--- src/bus_pkg.sv ---
package bus_pkg;

   //////////////////////////////
   // CPU bus
   //////////////////////////////

   // One sampled level of the Z80-style bus
   // Strobes are active low as on the real CPU
   typedef struct packed {
      logic [15:0] addr;
      // CPU write data
      logic [7:0]  dout;
      logic        iorq_n;
      logic        rd_n;
      logic        wr_n;
   } cpu_bus_t;

   //////////////////////////////
   // I/O ports
   //////////////////////////////

   // Register address and data ports, full 16-bit decode
   localparam logic [15:0] PORT_REG_ADDR = 16'hFC3B;
   localparam logic [15:0] PORT_REG_DATA = 16'hFD3B;

   // Kempston-style joystick, low address byte only
   localparam logic [7:0]  PORT_JOY      = 8'h1F;

   // Register numbers behind the data port
   localparam logic [7:0]  REG_SPI_CTRL  = 8'h02;
   localparam logic [7:0]  REG_SPI_DATA  = 8'h03;

   // Value of a read that nobody claims
   localparam logic [7:0]  BUS_FLOAT     = 8'hFF;

endpackage

--- src/spi_pkg.sv ---
package spi_pkg;

   // clk cycles per sclk half-period
   localparam int SPI_HALF   = 2;
   // Bits in one transfer
   localparam int SPI_BITS   = 8;

   // Counter widths derived from the above
   localparam int SPI_HALF_W = (SPI_HALF > 1) ? $clog2(SPI_HALF) : 1;
   localparam int SPI_BIT_W  = $clog2(SPI_BITS);

   // Transfer FSM states
   // LOW and HIGH are the two halves of one bit
   typedef enum logic [1:0] {
      SPI_IDLE = 2'd0,
      SPI_LOW  = 2'd1,
      SPI_HIGH = 2'd2,
      SPI_DONE = 2'd3
   } spi_state_e;

   // Flash pins as seen on the board
   typedef struct packed {
      logic cs_n;
      logic sclk;
      logic mosi;
   } spi_pins_t;

endpackage

--- src/reg_port.sv ---
module reg_port import bus_pkg::*; (
   input  logic       clk,
   input  logic       arst_n,
   input  cpu_bus_t   bus,
   output logic [7:0] reg_addr,
   output logic [7:0] wr_data,
   output logic       reg_wr,
   output logic       reg_rd,
   output logic       addr_rd_en
);

   logic io_wr;
   logic io_rd;
   logic io_wr_q;
   logic wr_first;
   logic hit_addr;
   logic hit_data;

   // Raw I/O access levels
   assign io_wr    = !bus.iorq_n && !bus.wr_n;
   assign io_rd    = !bus.iorq_n && !bus.rd_n;

   // Full decode of both ports
   assign hit_addr = (bus.addr == PORT_REG_ADDR);
   assign hit_data = (bus.addr == PORT_REG_DATA);

   // First cycle of a write, CPU holds the access for several clocks
   assign wr_first = io_wr && !io_wr_q;

   always_ff @(posedge clk or negedge arst_n) begin
      if (!arst_n) begin
         io_wr_q  <= 1'b0;
         reg_addr <= 8'h00;
      end else begin
         io_wr_q <= io_wr;
         // Latch the register number once per write
         if (wr_first && hit_addr) begin
            reg_addr <= bus.dout;
         end
      end
   end

   // One-cycle strobe towards the register owners
   assign reg_wr     = wr_first && hit_data;
   // Level for the whole read
   assign reg_rd     = io_rd && hit_data;
   assign addr_rd_en = io_rd && hit_addr;
   assign wr_data    = bus.dout;

endmodule

--- src/spi_bit_timer.sv ---
module spi_bit_timer import spi_pkg::*; (
   input  logic clk,
   input  logic arst_n,
   input  logic run,
   output logic half_tick,
   output logic last_bit
);

   logic [SPI_HALF_W-1:0] pre_cnt;
   logic [SPI_BIT_W-1:0]  bit_cnt;
   // 0 in the low half, 1 in the high half
   logic                  phase;

   // End of every half-period
   assign half_tick = run && (pre_cnt == SPI_HALF_W'(SPI_HALF - 1));

   always_ff @(posedge clk or negedge arst_n) begin
      if (!arst_n) begin
         pre_cnt <= '0;
         bit_cnt <= '0;
         phase   <= 1'b0;
      end else if (!run) begin
         // Idle between transfers, start each one from zero
         pre_cnt <= '0;
         bit_cnt <= '0;
         phase   <= 1'b0;
      end else if (half_tick) begin
         pre_cnt <= '0;
         phase   <= !phase;
         // Bit ends with its high half
         if (phase) begin
            bit_cnt <= bit_cnt + 1'b1;
         end
      end else begin
         pre_cnt <= pre_cnt + 1'b1;
      end
   end

   assign last_bit = (bit_cnt == SPI_BIT_W'(SPI_BITS - 1));

endmodule

--- src/spi_fsm.sv ---
module spi_fsm import bus_pkg::*, spi_pkg::*; (
   input  logic       clk,
   input  logic       arst_n,
   input  logic [7:0] reg_addr,
   input  logic       reg_wr,
   input  logic       half_tick,
   input  logic       last_bit,
   output logic       run,
   output logic       load,
   output logic       shift,
   output logic       sample,
   output logic       sclk,
   output logic       busy
);

   spi_state_e state;
   spi_state_e state_nxt;
   logic       start;

   // Data register write while idle starts a byte
   // Writes during a transfer fall through here
   assign start = reg_wr && (reg_addr == REG_SPI_DATA) && (state == SPI_IDLE);

   always_ff @(posedge clk or negedge arst_n) begin
      if (!arst_n) begin
         state <= SPI_IDLE;
      end else begin
         state <= state_nxt;
      end
   end

   always_comb begin
      state_nxt = state;
      unique case (state)
         SPI_IDLE: if (start) state_nxt = SPI_LOW;
         SPI_LOW:  if (half_tick) state_nxt = SPI_HIGH;
         SPI_HIGH: begin
            if (half_tick) begin
               state_nxt = last_bit ? SPI_DONE : SPI_LOW;
            end
         end
         // One cycle to settle before the next start
         SPI_DONE: state_nxt = SPI_IDLE;
         default:  state_nxt = SPI_IDLE;
      endcase
   end

   ///////////////////////////////
   // Shifter and timer controls
   ///////////////////////////////

   assign run    = (state == SPI_LOW) || (state == SPI_HIGH);
   assign load   = start;
   // Sample miso at the end of each high half
   assign sample = (state == SPI_HIGH) && half_tick;
   // Next mosi bit as the following low half begins
   assign shift  = sample && !last_bit;

   // Mode 0, clock high only in the second half
   assign sclk   = (state == SPI_HIGH);
   assign busy   = run;

endmodule

--- src/spi_shifter.sv ---
module spi_shifter import bus_pkg::*, spi_pkg::*; (
   input  logic       clk,
   input  logic       arst_n,
   input  logic [7:0] reg_addr,
   input  logic       reg_wr,
   input  logic [7:0] wr_data,
   input  logic       load,
   input  logic       shift,
   input  logic       sample,
   input  logic       sclk,
   input  logic       miso,
   input  logic       busy,
   output spi_pins_t  pins,
   output logic [7:0] rx_data,
   output logic [7:0] ctrl_rd
);

   logic [7:0] tx_shift;
   logic [7:0] rx_shift;
   logic       cs_n;
   logic       busy_q;

   always_ff @(posedge clk or negedge arst_n) begin
      if (!arst_n) begin
         tx_shift <= 8'h00;
         rx_shift <= 8'h00;
         rx_data  <= 8'h00;
         cs_n     <= 1'b1;
         busy_q   <= 1'b0;
      end else begin
         busy_q <= busy;
         // MSB first out
         if (load) begin
            tx_shift <= wr_data;
         end else if (shift) begin
            tx_shift <= {tx_shift[6:0], 1'b0};
         end
         // MSB first in, one bit per high half
         if (sample) begin
            rx_shift <= {rx_shift[6:0], miso};
         end
         // Chip select is bit 0 of the control register
         if (reg_wr && (reg_addr == REG_SPI_CTRL)) begin
            cs_n <= wr_data[0];
         end
         // Byte complete when busy drops
         if (busy_q && !busy) begin
            rx_data <= rx_shift;
         end
      end
   end

   assign pins    = '{cs_n: cs_n, sclk: sclk, mosi: tx_shift[7]};
   // Status: busy on top, chip select at the bottom
   assign ctrl_rd = {busy, 6'b000000, cs_n};

endmodule

--- src/io_decode.sv ---
module io_decode import bus_pkg::*; (
   input  cpu_bus_t   bus,
   input  logic [4:0] joy,
   input  logic [7:0] reg_addr,
   input  logic       reg_rd,
   input  logic       addr_rd_en,
   input  logic [7:0] ctrl_rd,
   input  logic [7:0] rx_data,
   output logic [7:0] cpu_din
);

   logic [7:0] reg_val;
   logic       joy_rd;

   ///////////////////////////////
   // Register file read
   ///////////////////////////////

   always_comb begin
      unique case (reg_addr)
         REG_SPI_CTRL: reg_val = ctrl_rd;
         REG_SPI_DATA: reg_val = rx_data;
         // Unused registers float high
         default:      reg_val = BUS_FLOAT;
      endcase
   end

   // Joystick answers on the low address byte alone
   assign joy_rd = !bus.iorq_n && !bus.rd_n && (bus.addr[7:0] == PORT_JOY);

   ///////////////////////////////
   // CPU read mux
   ///////////////////////////////

   always_comb begin
      // Highest priority first
      if (addr_rd_en) begin
         cpu_din = reg_addr;
      end else if (reg_rd) begin
         cpu_din = reg_val;
      end else if (joy_rd) begin
         // Top three lines read zero
         cpu_din = {3'b000, joy};
      end else begin
         cpu_din = BUS_FLOAT;
      end
   end

endmodule

--- src/io_subsystem.sv ---
module io_subsystem import bus_pkg::*, spi_pkg::*; (
   input  logic       clk,
   input  logic       arst_n,
   input  cpu_bus_t   bus,
   input  logic [4:0] joy,
   input  logic       miso,
   output logic [7:0] cpu_din,
   output spi_pins_t  spi
);

   // Register port
   logic [7:0] reg_addr;
   logic [7:0] wr_data;
   logic       reg_wr;
   logic       reg_rd;
   logic       addr_rd_en;

   // SPI control
   logic       half_tick;
   logic       last_bit;
   logic       run;
   logic       load;
   logic       shift;
   logic       sample;
   logic       sclk;
   logic       busy;

   // Read-back values
   logic [7:0] rx_data;
   logic [7:0] ctrl_rd;

   reg_port u_reg_port (.clk, .arst_n, .bus, .reg_addr, .wr_data, .reg_wr, .reg_rd, .addr_rd_en);

   spi_bit_timer u_spi_bit_timer (.clk, .arst_n, .run, .half_tick, .last_bit);

   spi_fsm u_spi_fsm (
      .clk, .arst_n, .reg_addr, .reg_wr, .half_tick, .last_bit,
      .run, .load, .shift, .sample, .sclk, .busy
   );

   spi_shifter u_spi_shifter (
      .clk, .arst_n, .reg_addr, .reg_wr, .wr_data, .load, .shift, .sample,
      .sclk, .miso, .busy, .pins(spi), .rx_data, .ctrl_rd
   );

   io_decode u_io_decode (.bus, .joy, .reg_addr, .reg_rd, .addr_rd_en, .ctrl_rd, .rx_data, .cpu_din);

endmodule

--- config.mk ---
export PLATFORM = sky130hd
export DESIGN_NAME = io_subsystem
export DESIGN_NICKNAME = d
export VERILOG_FILES = /design/src/bus_pkg.sv /design/src/spi_pkg.sv /design/src/reg_port.sv /design/src/spi_bit_timer.sv /design/src/spi_fsm.sv /design/src/spi_shifter.sv /design/src/io_decode.sv /design/src/io_subsystem.sv
export SDC_FILE = /design/constraint.sdc
export NUM_CORES = 1
export LEC_CHECK = 0
export BUFFER_PORTS_ARGS = -buffer_cell sky130_fd_sc_hd__buf_2
export CORE_AREA = 2 2 84 86
export CTS_BUF_LIST = sky130_fd_sc_hd__clkbuf_8
export DETAILED_ROUTE_END_ITERATION = 16
export DIE_AREA = 0 0 86 88
export GPL_ROUTABILITY_DRIVEN = 1
export REMOVE_ABC_BUFFERS = 1
export SLEW_MARGIN = 20
export SYNTH_ARGS = -nofsm -noshare
export SYNTH_HDL_FRONTEND = slang
export SYNTH_SLANG_ARGS = --single-unit
--- constraint.sdc ---
create_clock -name clk -period 3.5 [get_ports clk]
set_input_delay 0.7 -clock clk [delete_from_list [all_inputs] [get_ports clk]]
set_output_delay 0.7 -clock clk [all_outputs]
set_load 0.05 [all_outputs]
==> parameters.txt <==
Parameter                              Value

Logic synthesis
  Gate count after technology mapping    196
  Synthesized flop and latch total    42
  Synth Flop Type    sky130_fd_sc_hd__dfrtp_1
  Top area cells in the synthesized netlist    sky130_fd_sc_hd__dfrtp_1, sky130_fd_sc_hd__mux2_2, sky130_fd_sc_hd__ha_1, sky130_fd_sc_hd__and4_1, sky130_fd_sc_hd__nand3_1
  Number of synthesized flops with an enable pin    0
  Synth top area share    0.451
  Count of different cell masters after synthesis    42
  Average size of a mapped cell    11.6 µm²
  Warning count from the yosys run    0
  Sequential share of the synthesized area    0.463
  Top cell type by total area after synthesis    sky130_fd_sc_hd__dfrtp_1
  Area of the mapped netlist    0.00227 mm²
  Fraction of registers with async set or reset after synthesis    1.00

Min path
  Launch instance of the worst min-delay path    u_spi_shifter.rx_shift[7]
  Worst min path class    flip-flop to flip-flop

Timing
  Count of endpoints failing setup in the final report    0
  Worst-margin pin slew    0.940 ns
  Total Neg Setup Slack    0 ns
  Final Max Slew Viols    0
  Number of hold-slack violations in the final timing report    0
  Share of the clock period used by the worst path after layout    0.873
  Upper clock frequency limit    0.327 GHz
  Max-slew headroom at the worst pin    0.373
  Worst clock skew on the final layout    0.00612 ns
  Clock period minus final worst setup slack    between 3 and 4 ns
  RSZ-0062 raised after global routing    no

Clock network
  Insertion delay of the later-clocked pin in the worst-skew pair    around 0.29 ns
  Clock Path Buffers    2
  CTS tree    built
  Buffers inserted during post-CTS setup optimization    0
  Hold_buf cts    0
  Clock-pin slew on the worst setup and hold paths    0.08 ns
  Cts bufs inserted    5
  Resized Gates After CTS    0
  Number of clock sinks    between 40 and 50
  Clock Root Buffer    sky130_fd_sc_hd__clkbuf_8
  Level count of the clock H-tree    2

Placed design
  Port Buf Inserts    45
  Number of instances in the placed design    approximately 310
  Estimated wirelength of the detail-placed design    3.80 mm
  Area post-placement    0.00256 mm²
  Final GP Congestion    0.833

Layout
  Finished Layout Cells    321
  Area added between synthesis and finish    17.4%
  Count of inserted antenna diode cells    0
  Final non-filler cell area    0.00267 mm²
  Layout cells sized above 1    0.427
  Nets    281

Global route
  Initial antenna violation count    0
  Pin count of the biggest net entering global routing    43
  Overflow left after global routing    0
  First-pass GRT wire length    8.07 mm
  Via count of the first global-routing pass    1607
  Total Routing Usage GR    0.135

Critical path
  Total stage count of the critical path    5
  Kind of launch point of the worst setup path    flip-flop
  Start point of the critical path    u_reg_port.reg_addr[3]
  Crit path largest cell delay    0.61 ns
  Critical path endpoint    cpu_din[2]
  Length in cells of the worst reg-to-reg path    6
  RR Startpoint    u_spi_fsm.state[0]
  Critical-path top delay cell    sky130_fd_sc_hd__nor4_2
  Internal reg-to-reg setup slack    1.37 ns
  Buf/Inv on CP    1
  Crit path DAT    2.36 ns
  CP top delay family    simple AND/OR/NAND/NOR gates
  End of the worst register-to-register path    u_spi_shifter.tx_shift[7]
  Cells along the critical path    nor4_2 > nand3_1 > and4_1 > o31ai_1 > buf_2
  Required @ worst endpoint    2.80 ns
  Crit path max fanout    8
  Endpoint kind of the worst setup timing path    output port
  Type of the worst setup path    flip-flop to output port

Detailed routing
  Antenna Violating Nets Remaining    0
  Drt first-iter violations    94
  Total via count in the routed design    between 1.5k and 2k
  DR vias/cell    5.32
  Overall routed net length    5.04 mm
  Drt wl/cell    15.7 µm
  Residual DRC    0
  Number of detailed-routing iterations run before antenna repair    4

Flow run
  Max cap viols    0

Power and ir drop
  Total power density per cell area    around 350 mW/mm²
  Leakage    1.27 nW
  Worst vdd rail ir drop    0.234 mV

Die
  Height of the chip    88 µm
  Area enclosed by the die boundary    0.00757 mm²
  Number of placement rows    30
  Overall die width    86 µm
  Number of placed I/O pins    46
  Effective utilization at floorplan    0.342
  Core footprint    0.00664 mm²

Status
  Run status    finished, final reports clean
-- synthesized netlist by cell type (2+ instances only) --
cell / count
sky130_fd_sc_hd__a21boi_0: 3
sky130_fd_sc_hd__a221oi_1: 4
sky130_fd_sc_hd__and2_1: 2
sky130_fd_sc_hd__and3_1: 3
sky130_fd_sc_hd__and4_1: 6
sky130_fd_sc_hd__buf_4: 3
sky130_fd_sc_hd__clkbuf_1: 4
sky130_fd_sc_hd__dfrtp_1: 41
sky130_fd_sc_hd__ha_1: 6
sky130_fd_sc_hd__inv_1: 9
sky130_fd_sc_hd__mux2_2: 40
sky130_fd_sc_hd__mux2i_1: 3
sky130_fd_sc_hd__nand2_1: 8
sky130_fd_sc_hd__nand3_1: 9
sky130_fd_sc_hd__nand4_1: 7
sky130_fd_sc_hd__nand4b_1: 3
sky130_fd_sc_hd__nor2_1: 12
sky130_fd_sc_hd__nor2b_1: 2
sky130_fd_sc_hd__nor4_1: 2
sky130_fd_sc_hd__nor4_2: 2
sky130_fd_sc_hd__o211ai_1: 2
sky130_fd_sc_hd__o31ai_1: 4
sky130_fd_sc_hd__or2_2: 2
-- per-stage QoR --
stage | total power, mW | utilization | setup WS (ns) | hold slack (ns)
6_report | 0.938 | 0.402 | 0.443 | 0.512
5_1_grt | 0.978 | 0.402 | 0.309 | 0.530
4_1_cts | 0.947 | 0.402 | 0.452 | 0.507
3_5_place_dp | 0.572 | 0.385 | 0.515 | 0.487
3_3_place_gp | 0.571 | 0.385 | 0.512 | 0.482
2_1_floorplan | 0.530 | - | 0.288 | 0.404
-- power by group --
part / internal [mW] / switching, mW
Clock: 0.210 / 0.167
Sequential: 0.488 / 0.00311
Combinational: 0.0294 / 0.0402
-- sequential cells by signal, indices dropped and copies added, names as in the netlist --
register and cells:
u_reg_port.io_wr_q 1, u_reg_port.reg_addr 8, u_spi_bit_timer.bit_cnt 3, u_spi_bit_timer.phase 1, u_spi_bit_timer.pre_cnt 1, u_spi_fsm.state 2
u_spi_shifter.busy_q 1, u_spi_shifter.cs_n 1, u_spi_shifter.rx_data 8, u_spi_shifter.rx_shift 8, u_spi_shifter.tx_shift 8
-- area by class of cell --
class	instances	area, µm²
clock buffer	5	68.8
clock inverter	3	41.3
fill	642	3970
inverter	9	33.8
multi-input combinational	136	1140
sequential	42	1050
tap	80	100
timing repair buffer	46	233
-- layout by cell type, fill, tap and decap left out, types with 5 or more instances in the layout --
cell type,count
sky130_fd_sc_hd__buf_2,45
sky130_fd_sc_hd__dfrtp_1,41
sky130_fd_sc_hd__mux2_2,40
sky130_fd_sc_hd__nor2_1,12
sky130_fd_sc_hd__inv_1,10
sky130_fd_sc_hd__nand3_1,9
sky130_fd_sc_hd__nand2_1,8
sky130_fd_sc_hd__nand4_1,7
sky130_fd_sc_hd__and4_1,6
sky130_fd_sc_hd__ha_1,6
sky130_fd_sc_hd__clkbuf_8,5
-- logic make-up after synthesis --
| kind of cell | synth area share |
|---|---|
| AOI/OAI and AO/OA | 0.0539 |
| adders and majority gates | 0.0330 |
| and+or+nand+nor | 0.196 |
| DFF | 0.463 |
| muxes | 0.211 |
| xor gates and xnor gates | 0.00771 |
| buffers and inverters | 0.0352 |
-- worst min-delay path by stage --
stage | depth (start not counted) | slack, ns | end
6_report | 1 | 0.51 | u_spi_shifter.rx_data[7]
5_1_grt | 1 | 0.53 | u_spi_shifter.rx_data[7]
4_1_cts | 1 | 0.51 | u_spi_shifter.rx_data[7]
3_5_place_dp | 1 | 0.49 | u_spi_shifter.rx_data[7]
3_3_place_gp | 1 | 0.48 | u_spi_shifter.rx_data[7]
2_1_floorplan | 0 | 0.40 | u_reg_port.io_wr_q
-- routing by layer --
metal | up-vias | GRT usage | part of all wire
met5 | - | 0 | 0
met4 | 0 | 0.0303 | 0.012
met3 | 9 | 0.0330 | 0.071
li1 | 814 | - | -
met2 | 62 | 0.197 | 0.44
met1 | 822 | 0.204 | 0.48
Power figures use the tool's default switching activity.
